### src/hw/board_geom_pkg.sv
// board geometry types

// --------------------------------------------------
// pixel and grid geometry shared by the drawing blocks
// --------------------------------------------------
package board_geom_pkg;

    // screen coordinate in pixels
    // covers a 2048 pixel wide canvas
    typedef logic [10:0] coord_t;

    // side length of one square button
    // up to 127 pixels
    typedef logic [6:0] bsize_t;

    // row or column index inside the grid
    // also used for the button count per side
    typedef logic [4:0] idx_t;

endpackage

### src/hw/apb_map_pkg.sv
// apb register map

// --------------------------------------------------
// register offsets and bus level types
// --------------------------------------------------
package apb_map_pkg;

    // byte address on the apb side
    typedef logic [7:0] apb_addr_t;

    // 12 bit rgb, 4 bits per channel
    typedef logic [11:0] color_t;

    // board settings, one 32 bit word each
    localparam apb_addr_t REG_BOARD_X = 8'h00;
    localparam apb_addr_t REG_BOARD_Y = 8'h04;
    localparam apb_addr_t REG_BTN_SIZE = 8'h08;
    // buttons per side, 1 to 31
    localparam apb_addr_t REG_BTN_NUM = 8'h0C;
    localparam apb_addr_t REG_FILL = 8'h10;
    localparam apb_addr_t REG_BORDER = 8'h14;

    // control and status
    // ctrl bit 0 starts a board, write only
    localparam apb_addr_t REG_CTRL = 8'h18;
    // status bit 0 busy, bit 1 sticky done
    localparam apb_addr_t REG_STATUS = 8'h1C;

endpackage

### src/hw/board_settings_apb.sv
// board settings register bank
`timescale 1ns/1ps

module board_settings_apb import board_geom_pkg::*, apb_map_pkg::*; (
    input  logic        clk,
    input  logic        rst,
    input  logic        psel,
    input  logic        penable,
    input  logic        pwrite,
    input  apb_addr_t   paddr,
    input  logic [31:0] pwdata,
    output logic [31:0] prdata,
    output logic        pready,
    output logic        pslverr,
    input  logic        busy,
    input  logic        board_done,
    output coord_t      board_x,
    output coord_t      board_y,
    output bsize_t      btn_size,
    output idx_t        btn_num,
    output color_t      fill_color,
    output color_t      border_color,
    output logic        start
);

    logic wr_en;
    logic settings_hit;
    logic start_req;
    logic done_q;

    // --------------------------------------------------
    // access decode
    // --------------------------------------------------
    // no wait states, access ends in its access phase
    assign pready = 1'b1;
    assign wr_en = psel && penable && pwrite;

    // address falls on one of the six settings words
    assign settings_hit = (paddr == REG_BOARD_X) || (paddr == REG_BOARD_Y) ||
                          (paddr == REG_BTN_SIZE) || (paddr == REG_BTN_NUM) ||
                          (paddr == REG_FILL) || (paddr == REG_BORDER);

    // start bit written to ctrl
    assign start_req = wr_en && (paddr == REG_CTRL) && pwdata[0];

    // only a board with buttons, and only when idle
    assign start = start_req && !busy && (btn_num != '0);

    // settings locked while drawing
    // a refused start also reports an error
    assign pslverr = (wr_en && settings_hit && busy) || (start_req && !start);

    // --------------------------------------------------
    // settings registers
    // --------------------------------------------------
    always_ff @(posedge clk) begin
        if (rst) begin
            board_x <= '0;
            board_y <= '0;
            btn_size <= '0;
            btn_num <= '0;
            fill_color <= '0;
            border_color <= '0;
        end else if (wr_en && !busy) begin
            // upper bits of pwdata dropped
            case (paddr)
                REG_BOARD_X: board_x <= pwdata[$bits(coord_t)-1:0];
                REG_BOARD_Y: board_y <= pwdata[$bits(coord_t)-1:0];
                REG_BTN_SIZE: btn_size <= pwdata[$bits(bsize_t)-1:0];
                REG_BTN_NUM: btn_num <= pwdata[$bits(idx_t)-1:0];
                REG_FILL: fill_color <= pwdata[$bits(color_t)-1:0];
                REG_BORDER: border_color <= pwdata[$bits(color_t)-1:0];
                default: ;
            endcase
        end
    end

    // sticky done, a new start wins over a finishing board
    always_ff @(posedge clk) begin
        if (rst) begin
            done_q <= 1'b0;
        end else if (start) begin
            done_q <= 1'b0;
        end else if (board_done) begin
            done_q <= 1'b1;
        end
    end

    // --------------------------------------------------
    // read mux
    // --------------------------------------------------
    always_comb begin
        case (paddr)
            REG_BOARD_X: prdata = 32'(board_x);
            REG_BOARD_Y: prdata = 32'(board_y);
            REG_BTN_SIZE: prdata = 32'(btn_size);
            REG_BTN_NUM: prdata = 32'(btn_num);
            REG_FILL: prdata = 32'(fill_color);
            REG_BORDER: prdata = 32'(border_color);
            // done shows up on the edge busy falls
            REG_STATUS: prdata = {30'd0, done_q || board_done, busy};
            default: prdata = '0;
        endcase
    end

endmodule

### src/hw/tile_counter.sv
// wrapping grid index counter
`timescale 1ns/1ps

module tile_counter import board_geom_pkg::*; #(
    parameter int CNT_W = $bits(idx_t)
) (
    input  logic clk,
    input  logic rst,
    input  logic clear,
    input  logic advance,
    input  idx_t max,
    output idx_t count,
    output logic wrap
);

    logic [CNT_W-1:0] cnt_q;
    logic [CNT_W-1:0] last_val;

    // last index before returning to zero
    assign last_val = CNT_W'(max) - CNT_W'(1);

    // wrap flag only on the advance that rolls over
    assign wrap = advance && (cnt_q == last_val);

    always_ff @(posedge clk) begin
        if (rst || clear) begin
            cnt_q <= '0;
        end else if (advance) begin
            cnt_q <= (cnt_q == last_val) ? '0 : cnt_q + CNT_W'(1);
        end
    end

    assign count = idx_t'(cnt_q);

endmodule

### src/hw/draw_board.sv
// board scanner
`timescale 1ns/1ps

module draw_board import board_geom_pkg::*; #(
    parameter int CNT_W = $bits(idx_t)
) (
    input  logic   clk,
    input  logic   rst,
    input  logic   start,
    input  coord_t board_x,
    input  coord_t board_y,
    input  bsize_t btn_size,
    input  idx_t   btn_num,
    input  logic   btn_done,
    output logic   busy,
    output logic   board_done,
    output logic   btn_req,
    output coord_t btn_x,
    output coord_t btn_y,
    output bsize_t btn_size_out
);

    typedef enum logic [1:0] {
        IDLE,
        REQ,
        WAIT,
        DONE
    } state_t;

    state_t state, state_nxt;

    idx_t col_idx, row_idx;
    logic col_adv;
    logic col_wrap, row_wrap;
    coord_t col_off, row_off;

    // --------------------------------------------------
    // grid counters
    // --------------------------------------------------
    // columns step per finished button
    assign col_adv = (state == WAIT) && btn_done;

    tile_counter #(.CNT_W(CNT_W)) col_counter (
        .clk, .rst, .clear(start), .advance(col_adv),
        .max(btn_num), .count(col_idx), .wrap(col_wrap)
    );

    // rows step when a column sweep rolls over
    tile_counter #(.CNT_W(CNT_W)) row_counter (
        .clk, .rst, .clear(start), .advance(col_wrap),
        .max(btn_num), .count(row_idx), .wrap(row_wrap)
    );

    // --------------------------------------------------
    // state machine
    // --------------------------------------------------
    always_ff @(posedge clk) begin
        if (rst) begin
            state <= IDLE;
        end else begin
            state <= state_nxt;
        end
    end

    always_comb begin
        case (state)
            IDLE: state_nxt = start ? REQ : IDLE;
            REQ: state_nxt = WAIT;
            // a row wrap means the last button just finished
            WAIT: begin
                if (btn_done) begin
                    state_nxt = row_wrap ? DONE : REQ;
                end else begin
                    state_nxt = WAIT;
                end
            end
            DONE: state_nxt = start ? REQ : IDLE;
            default: state_nxt = IDLE;
        endcase
    end

    // --------------------------------------------------
    // registered outputs
    // --------------------------------------------------
    always_ff @(posedge clk) begin
        if (rst) begin
            busy <= 1'b0;
            board_done <= 1'b0;
            btn_req <= 1'b0;
        end else begin
            busy <= (state_nxt == REQ) || (state_nxt == WAIT);
            board_done <= (state_nxt == DONE);
            // one cycle per button, right after REQ
            btn_req <= (state == REQ);
        end
    end

    // button offset from the board origin
    assign col_off = coord_t'(col_idx) * coord_t'(btn_size);
    assign row_off = coord_t'(row_idx) * coord_t'(btn_size);

    always_ff @(posedge clk) begin
        if (state == REQ) begin
            btn_x <= board_x + col_off;
            btn_y <= board_y + row_off;
            btn_size_out <= btn_size;
        end
    end

endmodule

### src/hw/draw_button.sv
// button rasterizer
`timescale 1ns/1ps

module draw_button import board_geom_pkg::*, apb_map_pkg::*; #(
    parameter int BORDER_W = 2
) (
    input  logic   clk,
    input  logic   rst,
    input  logic   btn_req,
    input  coord_t btn_x,
    input  coord_t btn_y,
    input  bsize_t btn_size,
    input  color_t fill_color,
    input  color_t border_color,
    output logic   btn_done,
    output logic   pix_valid,
    output coord_t pix_x,
    output coord_t pix_y,
    output color_t pix_color,
    input  logic   pix_ready
);

    typedef enum logic {
        IDLE,
        EMIT
    } state_t;

    state_t state;

    coord_t x0_q, y0_q;
    bsize_t size_q;
    bsize_t col_q, row_q;
    bsize_t last_off, border_lo, border_hi;
    logic accept;
    logic col_last, row_last;
    logic on_border;

    // --------------------------------------------------
    // handshake and position
    // --------------------------------------------------
    assign pix_valid = (state == EMIT);
    assign accept = pix_valid && pix_ready;

    assign last_off = size_q - bsize_t'(1);
    assign col_last = (col_q == last_off);
    assign row_last = (row_q == last_off);

    // held steady until the pixel is taken
    assign pix_x = x0_q + coord_t'(col_q);
    assign pix_y = y0_q + coord_t'(row_q);

    // --------------------------------------------------
    // colour select
    // --------------------------------------------------
    // border band on each of the four edges
    assign border_lo = bsize_t'(BORDER_W);
    assign border_hi = size_q - bsize_t'(BORDER_W);
    assign on_border = (col_q < border_lo) || (col_q >= border_hi) ||
                       (row_q < border_lo) || (row_q >= border_hi);
    assign pix_color = on_border ? border_color : fill_color;

    // --------------------------------------------------
    // control
    // --------------------------------------------------
    always_ff @(posedge clk) begin
        if (rst) begin
            state <= IDLE;
            btn_done <= 1'b0;
        end else begin
            btn_done <= 1'b0;
            case (state)
                IDLE: begin
                    if (btn_req) begin
                        // empty button, finish at once
                        if (btn_size == '0) begin
                            btn_done <= 1'b1;
                        end else begin
                            state <= EMIT;
                        end
                    end
                end
                EMIT: begin
                    // last pixel taken
                    if (accept && col_last && row_last) begin
                        state <= IDLE;
                        btn_done <= 1'b1;
                    end
                end
                default: state <= IDLE;
            endcase
        end
    end

    // request latch and row-major scan offsets
    always_ff @(posedge clk) begin
        if ((state == IDLE) && btn_req) begin
            x0_q <= btn_x;
            y0_q <= btn_y;
            size_q <= btn_size;
            col_q <= '0;
            row_q <= '0;
        end else if (accept) begin
            if (col_last) begin
                col_q <= '0;
                row_q <= row_q + bsize_t'(1);
            end else begin
                col_q <= col_q + bsize_t'(1);
            end
        end
    end

endmodule

### src/hw/board_renderer_top.sv
// board renderer top level
`timescale 1ns/1ps

module board_renderer_top import board_geom_pkg::*, apb_map_pkg::*; #(
    parameter int BORDER_W = 2
) (
    input  logic        clk,
    input  logic        rst,
    input  logic        psel,
    input  logic        penable,
    input  logic        pwrite,
    input  apb_addr_t   paddr,
    input  logic [31:0] pwdata,
    output logic [31:0] prdata,
    output logic        pready,
    output logic        pslverr,
    output logic        pix_valid,
    input  logic        pix_ready,
    output coord_t      pix_x,
    output coord_t      pix_y,
    output color_t      pix_color,
    output logic        board_done
);

    // grid counters follow the index type
    localparam int CNT_W = $bits(idx_t);

    coord_t board_x, board_y;
    bsize_t btn_size;
    idx_t   btn_num;
    color_t fill_color, border_color;
    logic   start;
    logic   busy;

    // scanner to rasterizer
    logic   btn_req;
    logic   btn_done;
    coord_t btn_x, btn_y;
    bsize_t btn_size_out;

    // --------------------------------------------------
    // register bank
    // --------------------------------------------------
    board_settings_apb settings0 (
        .clk, .rst, .psel, .penable, .pwrite, .paddr, .pwdata,
        .prdata, .pready, .pslverr, .busy, .board_done,
        .board_x, .board_y, .btn_size, .btn_num,
        .fill_color, .border_color, .start
    );

    // --------------------------------------------------
    // scanner and rasterizer
    // --------------------------------------------------
    draw_board #(.CNT_W(CNT_W)) board0 (
        .clk, .rst, .start, .board_x, .board_y, .btn_size, .btn_num,
        .btn_done, .busy, .board_done, .btn_req, .btn_x, .btn_y,
        .btn_size_out
    );

    draw_button #(.BORDER_W(BORDER_W)) button0 (
        .clk, .rst, .btn_req, .btn_x, .btn_y, .btn_size(btn_size_out),
        .fill_color, .border_color, .btn_done, .pix_valid,
        .pix_x, .pix_y, .pix_color, .pix_ready
    );

endmodule

### config.mk
export PLATFORM = sky130hd
export DESIGN_NAME = board_renderer_top
export DESIGN_NICKNAME = d
export VERILOG_FILES = /design/src/hw/board_geom_pkg.sv /design/src/hw/apb_map_pkg.sv /design/src/hw/board_settings_apb.sv /design/src/hw/tile_counter.sv /design/src/hw/draw_board.sv /design/src/hw/draw_button.sv /design/src/hw/board_renderer_top.sv
export SDC_FILE = /design/constraint.sdc
export NUM_CORES = 1
export LEC_CHECK = 0
export BUFFER_PORTS_ARGS = -buffer_cell sky130_fd_sc_hd__buf_4
export CAP_MARGIN = 20
export CORE_UTILIZATION = 35
export CTS_CLUSTER_SIZE = 8
export DETAILED_ROUTE_END_ITERATION = 8
export GPL_ROUTABILITY_DRIVEN = 0
export SLEW_MARGIN = 40
export SYNTH_ARGS = -nofsm -noshare
export SYNTH_HDL_FRONTEND = slang
export SYNTH_SLANG_ARGS = --single-unit
### constraint.sdc
create_clock -name clk -period 6.1 [get_ports clk]
set_clock_uncertainty 0.2 [all_clocks]
set_input_delay 0.61 -clock clk [delete_from_list [all_inputs] [get_ports clk]]
set_output_delay 0.61 -clock clk [all_outputs]
set_load 0.01 [all_outputs]
## Word-level counts from Yosys, hierarchy flattened

Cells that the tools add are included.

| storage, ports and cells | value |
|---|---|
| output and inout bits | 70 |
| input bits | 46 |
| word-level logic and storage cells | 119 |
| register bits after elaboration | 148 |

| cells by class | value |
|---|---|
| mux-type cells | 17 |
| $lt $le $gt $ge | 4 |
| bitwise operators | 1 |
| $add $sub $neg | 11 |
| eq/ne operators | 17 |
| reductions and logical operators | 44 |
| multipliers | 2 |

Operators with widths:

| operator | number |
|---|---|
| 12-bit one-hot mux with 7 select lines | 1 |
| 8-bit by 5-bit equality test with 1-bit output (second input constant) | 4 |
| 11-bit adder | 2 |
| 11-bit by 7-bit adder with 11-bit output | 2 |
| 5-bit by 7-bit multiplier with 11-bit output | 2 |
| 1-bit logical AND | 17 |
| 8-bit by 4-bit equality test with 1-bit output (second input constant) | 2 |
| 7-bit by 1-bit adder with 7-bit output (second input constant) | 2 |
| 7-bit equality test | 2 |
| 7-bit greater-or-equal comparator | 2 |
| 7-bit by 2-bit less-than comparator with 1-bit output (second input constant) | 2 |
| 2-bit AND reduction | 7 |
| 1-bit logical OR | 12 |
| 12-bit two-way mux | 1 |
| 5-bit by 1-bit adder with 5-bit output (second input constant) | 2 |
| 5-bit equality test | 2 |
| 5-bit two-way mux | 2 |
| 2-bit equality test (second input constant) | 4 |
| 8-bit by 3-bit equality test with 1-bit output (second input constant) | 1 |
| 8-bit zero test | 1 |
| 7-bit zero test | 1 |
| 1-bit two-way mux | 7 |
| 7-bit two-way mux | 1 |
| 7-bit by 1-bit subtractor with 7-bit output (second input constant) | 1 |
| other kinds (11) | 16 |

## Depth between registers and ports, before layout

Gate-level depths: netlist of run 1.

| depth | value |
|---|---|
| word-level depth | 10 |
| gate-level depth with buffers | 15 |
| depth with buffers taken out | 14 |

## Modules after synthesis

Synthesis of run 1 repeated with hierarchy kept, for this count alone.

| unflattened totals | value |
|---|---|
| cells, all modules | 1029 |
| area total of the unflattened synthesis | 10553.9 sq um |

By module, submodules not included:

| module | area an instance (sq um) | instances | cells an instance | seq. area each (sq um) |
|---|---|---|---|---|
| draw_board | 3567.2 | 1 | 342 | 970.9 |
| draw_button | 3236.9 | 1 | 302 | 1191.1 |
| board_settings_apb | 2994.1 | 1 | 297 | 1181.1 |
| tile_counter | 377.9 | 2 | 44 | 100.1 |

## Worst setup path before layout of run 1

Ideal clock, no wire load.

| timing path | value |
|---|---|
| path kind | register -> register |
| start | reg settings0.btn_size[0] |
| end | reg board0.btn_x[10] (data pin) |
| buffers on the path | 1 |
| path slack | 2.049 ns |
| cell stages (with the launch flop) | 14 |
| arrival time | 3.591 ns |
| cells stage by stage | dfxtp_1 clkbuf_1 nand2_1 fa_1 fa_1 fa_1 inv_1 ha_1 a21o_1 a21oi_1 nor2b_1 o21a_1 o41a_1 xnor2_1 |

| on the way | value |
|---|---|
| word-level cells in the longest chain between the ends | 2 |

Ends and longest elaborated chain:

| element | RTL line | source |
|---|---|---|
| from (decl) | board_settings_apb.sv:19 | `output bsize_t btn_size,` |
| from (signal assigned) | board_settings_apb.sv:69 | `REG_BTN_SIZE: btn_size <= pwdata[$bits(bsize_t)-1:0];` |
| 5-bit by 7-bit multiplier with 11-bit output | draw_board.sv:99 | `assign col_off = coord_t'(col_idx) * coord_t'(btn_size);` |
| 11-bit adder | draw_board.sv:104 | `btn_x <= board_x + col_off;` |
| to (signal assigned) | draw_board.sv:104 |  |
| to (decl) | draw_board.sv:18 | `output coord_t btn_x,` |

Every way passes these cells.
A chain may end at the register's enable or synchronous reset.

## Final worst setup path of run 1

| timing path | value |
|---|---|
| start | reg button0.size_q[2] |
| end | out pix_color[6] |

| on the way | value |
|---|---|
| word-level cells in the longest chain between the ends | 6 |

Ends and longest elaborated chain:

| element | RTL line | source |
|---|---|---|
| from (decl) | draw_button.sv:31 | `bsize_t size_q;` |
| from (signal assigned) | draw_button.sv:99 | `size_q <= btn_size;` |
| 7-bit by 2-bit subtractor with 7-bit output (*) | draw_button.sv:57 | `assign border_hi = size_q - bsize_t'(BORDER_W);` |
| 7-bit greater-or-equal comparator | draw_button.sv:58 | `assign on_border = (col_q < border_lo) \|\| (col_q >= border_hi) \|\|` |
| 1-bit logical OR (2 in a row) | draw_button.sv:58 |  |
| 1-bit logical OR (*) | draw_button.sv:59 | `(row_q < border_lo) \|\| (row_q >= border_hi);` |
| 12-bit two-way mux (*) | draw_button.sv:60 | `assign pix_color = on_border ? border_color : fill_color;` |
| to (decl) | board_renderer_top.sv:21 | `output color_t pix_color,` |

Every way passes the cells marked *; elsewhere a longest branch is shown, timed or not.

==> metrics.md, run 1 <==
| Metric | Value |
|---|---|
| WP data arrival | `3.63 ns` |
| Post-DP HPWL | `17,100 µm` |
| Top Ports | `116` |
| Post-synth ARST share | `0%` |
| Initial antenna violation count | `0` |
| Critical path's largest stage delay | `0.50 ns` |
| Synth Area in Simple Gates | `18.4%` |
| Postcts setup bufs | `0` |
| Drt pass-1 iters | `9` |
| Post-Syn Area per Cell | `9.30 µm²` |
| Via count | `7,498` |
| Post-Syn Area | `10,100 µm²` |
| Post-synthesis sequential area ratio | `35.2%` |
| Number of fill cells | `2,815` |
| Crit Path Max Fanout | `12` |
| Hold-critical path endpoint | `button0.x0_q[4]` |
| Worst hold path type | `flop to flop` |
| Reg area | `3540 µm²` |
| Unrepaired setup endpoints after global routing | `false` |
| Wire per inst | `14.8 µm` |
| #FFs+latches synth | `148` |
| Total Routing Usage GR | `16.2%` |
| Setup-failing EPs final | `0` |
| Clock net sink count | `148` |
| Worst vdd ir | `0.156 mV` |
| Vias per cell | `4.92` |
| DP Cell Count | `1,492` |
| Final instance area | `11,500 µm²` |
| Synth warn | `0` |
| Post-synthesis xor/xnor area fraction | `7.95%` |
| Hold path start | `board0.btn_x[4]` |
| PortBufs | `74` |
| Clock latency on the worst-skew pair | `0.43 ns` |
| CTS resizes | `0` |
| Final Worst Setup Slack | `1.66 ns` |
| Die Y | `172 µm` |
| Slew margin rel. | `51.8%` |
| Share of cells above drive strength 1 | `11.0%` |
| Placed cell area | `10,900 µm²` |
| Mapped Cells | `1,083` |
| Core Box Area | `28,100 µm²` |
| Top FF cell, synth | `dfxtp_1` |
| First-pass GRT wire length | `37,600 µm` |
| Pwr Density | `187 nW/µm²` |
| CTS root buf | `clkbuf_16` |
| Crit path cell chain | `inv_1 > ha_1 > nor3b_2 > xnor2_1 > ha_1 > a21o_1 > a211o_1 > nor3_1 > o21ai_1 > o21bai_4 > mux2_1 > buf_4` |
| Final period util | `72.8%` |
| R2r worst-path depth | `12` |
| Slowest cell on the critical path | `edfxtp_1` |
| Final hold vios | `0` |
| Startpoint class of the critical path | `flop` |
| Tightest Pin Transition | `0.723 ns` |
| Area Growth Syn to Fin | `13.9%` |
| P_leak | `0.00485 µW` |
| CTS Hold Bufs | `0` |
| Worst flop-to-flop path endpoint | `board0.btn_x[10]` |
| Drt drc | `0` |
| Worst endpoint required time | `5.29 ns` |
| Die ar. | `29,500 µm²` |
| Compound-Gate Fraction of Synth Area | `10.5%` |
| Final Max Tran Viols | `0` |
| Fmax | `0.225 GHz` |
| R2r setup slk | `1.78 ns` |
| Dpl ws | `1.77 ns` |
| Largest family of logic cells by synthesized area | `adder cells` |
| Post-synthesis adder-cell area fraction | `19.2%` |
| Hold Crit Depth | `0` |
| Post-synthesis mux area share | `1.65%` |
| Crit Reg-Reg Startpoint | `settings0.btn_size[1]` |
| Setup CP Type | `flop to output port` |
| Iteration-0 DRC Markers | `454` |
| Status | `completed` |
| H-tree levels | `4` |
| EDFF count, synth | `58` |
| N_diodes | `0` |
| Post-route minimum period | `4.44 ns` |
| CTS Buf Count | `17` |
| Cell mode on critical path | `ha_1` |
| CP Capture Type | `output port` |
| Vias in the first global route | `7,337` |
| Clock tree from TritonCTS | `done` |
| # rows | `61` |
| Nets | `1,304` |
| Antenna-violating nets left | `0` |
| Multi-input gate area | `5930 µm²` |
| Max Root-Sink Buffers | `2` |
| Maxcap violations | `0` |
| Largest net degree at the start of global routing | `67` |
| Cell variety after synth | `63` |
| Clock-pin transition on the worst setup and hold timing paths | `0.06 ns` |
| Setup_tns | `0 ns` |
| Die width | `172 µm` |
| Initial Util | `35.9%` |
| GRT overflow | `0` |
| Non-Filler Instances | `1,524` |
| Final wirelength | `22,500 µm` |
per-layer routing:
layer  vias up  GRT usage [%]  share of wire, %
met5         -              0                 0
met4         0           4.04              0.86
met3        17           2.67               4.9
met2       209           27.0                46
met1      3587           21.7                48
li1       3685              -                 -
cell usage after synthesis (22+ instances only):
cell	instances	area, µm²
nand2_1	177	664
inv_1	94	353
dfxtp_1	90	1800
a21oi_1	81	405
ha_1	75	938
edfxtp_1	58	1740
xnor2_1	56	490
and2_1	53	332
fa_1	50	1000
nor2_1	49	184
clkbuf_1	40	150
xor2_1	25	219
nand3_1	24	120
buf_4	22	165
state kept, by name, summed over array words and instances, names as in the netlist, 2 cells and up:
register                  count
settings0.btn_num             5
board0.row_counter.count      5
button0.col_q                 7
board0.btn_size_out           7
button0.x0_q                 11
board0.col_counter.count      5
button0.size_q                7
settings0.btn_size            7
button0.row_q                 7
board0.btn_x                 11
board0.btn_y                 11
settings0.board_y            11
settings0.board_x            11
settings0.fill_color         12
button0.y0_q                 11
settings0.border_color       12
board0.state                  2
layout by cell type, fill, tap and decap left out, drive strengths merged, types with 50 or more instances in the layout:
master    n
inv      97
dfxtp    90
nand2   177
a21oi    82
xnor2    56
ha       75
edfxtp   58
fa       50
buf      81
and2     53
metrics by stage:
stage	hold slack, ns	utilization, %	total power (µW)
2_1_floorplan	0.200	-	1120
3_3_place_gp	0.202	38.8	1150
3_5_place_dp	0.205	38.8	1160
4_1_cts	0.214	40.8	2160
5_1_grt	0.216	40.9	2210
6_report	0.212	40.9	2140
layout make-up:
cell class	instances	share of cell area, %
clock buffer	20	3.99
clock inverter	12	0.905
inverter	95	3.11
multi-input combinational	790	51.7
sequential	148	30.9
tap	378	4.12
timing repair buffer	81	5.30
cells by family (layout without fill, tap and decap cells):
| family | Yosys count | count (layout) |
|---|---|---|
| AO/OA/AOI/OAI | 160 | 160 |
| XOR/XNOR | 85 | 85 |
| adder cells (fa/ha/maj) | 125 | 125 |
| buffers and inverters | 164 | 208 |
| flip-flops | 148 | 148 |
| multiplexers | 15 | 15 |
| other | 2 | 21 |
| AND/OR/NAND/NOR | 384 | 384 |
where the power goes:
part           internal (µW)  total (µW)  switching, µW
combinational           48.6         112           63.3
sequential              1020        1020           2.56
clock                    585        1010            422
total                   1650        2140            488
how the worst max path moves through the flow:
| stage | start | endpoint | slack (ns) | cells after the start |
|---|---|---|---|---|
| floorplan | settings0.btn_size[0] | board0.btn_x[10] | 2.05 | 13 |
| global placement | settings0.btn_size[0] | board0.btn_x[10] | 1.78 | 12 |
| detailed placement | settings0.btn_size[0] | board0.btn_x[10] | 1.77 | 12 |
| CTS | button0.size_q[2] | pix_color[6] | 1.51 | 12 |
| global route | button0.size_q[2] | pix_color[7] | 1.43 | 12 |
| finish | button0.size_q[2] | pix_color[6] | 1.66 | 12 |
critical path: cells and delay by family, from the launching register on:
kind,cells,cell delay [ns]
adders and majority gates,2,0.50
AOI/OAI and AO/OA,4,0.85
and+or+nand+nor,2,0.48
xor gates and xnor gates,1,0.19
DFF,1,0.50
buffers and inverters,2,0.28
muxes,1,0.40
(Power assumes the default switching activity.)
==> run 2: changes to the inputs <==
Clock period 6.1 ns to 4.2 ns, I/O delays scaled along.
==> run 2 against run 1 <==
Net effect: clock power rose by 50%; power grew 47%; non-clock buffer count grew 27; critical endpoint unchanged; largest cell class unchanged.
==> metrics.md, run 2 (synthesis results as in run 1) <==
| Metric | Value |
|---|---|
| Iteration-0 DRC Markers | `430` |
| Final hold vios | `0` |
| Area Growth Syn to Fin | `16.3%` |
| Final Max Tran Viols | `0` |
| Maxcap violations | `0` |
| # rows | `61` |
| Die Y | `172 µm` |
| Initial Util | `35.9%` |
| Final Worst Setup Slack | `0.151 ns` |
| Via count | `7,424` |
| Drt drc | `0` |
| CTS Hold Bufs | `0` |
| Post-DP HPWL | `17,300 µm` |
| Nets | `1,331` |
| Wire per inst | `14.5 µm` |
| Total Routing Usage GR | `16.2%` |
| Share of cells above drive strength 1 | `13.6%` |
| Placed cell area | `11,100 µm²` |
| Max Root-Sink Buffers | `2` |
| Dpl ws | `0.0662 ns` |
| Startpoint class of the critical path | `flop` |
| Final period util | `96.4%` |
| Tightest Pin Transition | `0.750 ns` |
| Core Box Area | `28,100 µm²` |
| Vias in the first global route | `7,358` |
| Number of fill cells | `2,784` |
| Reg area | `3550 µm²` |
| Clock-pin transition on the worst setup and hold timing paths | `0.06 ns` |
| Vias per cell | `4.79` |
| Slew margin rel. | `50.0%` |
| Largest net degree at the start of global routing | `67` |
| Final instance area | `11,700 µm²` |
| N_diodes | `0` |
| Initial antenna violation count | `0` |
| CTS Buf Count | `17` |
| Drt pass-1 iters | `7` |
| Most common cell after layout, fill and taps aside | `nand2_1` |
| Final total power | `3160 µW` |
| Status | `completed` |
| Worst endpoint required time | `3.58 ns` |
| GRT overflow | `0` |
| Multi-input gate area | `5930 µm²` |
| R2r setup slk | `0.23 ns` |
| Fmax | `0.247 GHz` |
| Clock latency on the worst-skew pair | `0.43 ns` |
| Clock net sink count | `148` |
| First-pass GRT wire length | `37,400 µm` |
| Post-route minimum period | `4.05 ns` |
| Setup-failing EPs final | `0` |
| WP data arrival | `3.43 ns` |
| Worst vdd ir | `0.236 mV` |
| Unrepaired setup endpoints after global routing | `false` |
| Crit Path Max Fanout | `12` |
| Final wirelength | `22,400 µm` |
| Setup_tns | `0 ns` |
| Die ar. | `29,500 µm²` |
| Die width | `172 µm` |
| PortBufs | `74` |
| Clock tree from TritonCTS | `done` |
| CTS root buf | `clkbuf_16` |
| R2r worst-path depth | `12` |
| Antenna-violating nets left | `0` |
| CP Capture Type | `output port` |
| Setup CP Type | `flop to output port` |
| Hold Crit Depth | `3` |
| Most frequent cells in the layout | `nand2_1, buf_4, inv_1, dfxtp_1, a21oi_1` |
| Pwr Density | `269 nW/µm²` |
| Worst hold path type | `primary input to flop` |
| P_leak | `0.00502 µW` |
| Top Ports | `116` |
| Largest regs | `settings0.border_color (12), settings0.fill_color (12)` |
| H-tree levels | `4` |
## run 2: cell types whose count changed in the layout (fill, tap and decap cells not counted), moves of 2 or more
cell	change
dfxtp_1	-5
clkinv_2	-2
inv_1	-2
dfxtp_2	+4
inv_2	+2
buf_4	+26
## run 2: what timing repair did
| action | CTS | global route |
|---|---|---|
| setup buffers | 2 | 3 |
| resized for setup | 1 | 12 |
| pin swaps | 0 | 0 |
| setup endpoints to repair | 12 | 15 |
## run 2: cell type report
| cell class | instances | area share (%) |
|---|---|---|
| clock inverters | 10 | 0.801 |
| multi-input cells | 790 | 50.6 |
| well taps | 378 | 4.04 |
| flip-flops and latches | 148 | 30.3 |
| inverters | 95 | 3.04 |
| clock buffers | 22 | 4.24 |
| repair buffers | 108 | 6.95 |
## run 2: path summary, 6_finish.rpt
check                   startpoint                         end
min                     pwdata[11]  settings0.border_color[11]
max reg2reg  settings0.btn_size[0]            board0.btn_x[10]
max              button0.size_q[2]                pix_color[6]
min reg2reg        board0.btn_y[7]             button0.y0_q[7]
## run 2: metrics by stage
stage | instances | util [%] | hold slack, ns
floorplan | 1102 | - | 0.200
global placement | 1514 | 39.4 | 0.203
detailed placement | 1514 | 39.4 | 0.205
CTS | 1548 | 41.5 | 0.0383
global route | 1551 | 41.7 | 0.0546
finish | 1551 | 41.7 | 0.0553
## run 2: worst max-delay path, stage by stage, from the launching register on
cell and delay (ns):
edfxtp_1 0.48, inv_2 0.10, ha_2 0.20, nor3b_4 0.24, xnor2_2 0.15, ha_1 0.27, a21o_1 0.16, a211o_1 0.29
nor3_2 0.17, o21ai_1 0.08, o21bai_1 0.17, buf_6 0.17, mux2_1 0.35, buf_4 0.15
## run 2: per-layer routing
layer / track usage, % / vias up / wire (µm)
li1: - / 3751 / -
met1: 21.9 / 3488 / 11100
met2: 26.5 / 165 / 10300
met3: 2.81 / 20 / 850
met4: 3.84 / 0 / 220
met5: 0 / - / 0
## run 2: where the power goes
group	total (µW)	switching (µW)	internal, µW
Sequential	1490	3.61	1480
Clock	1510	604	904
Combinational	163	92.4	71.1
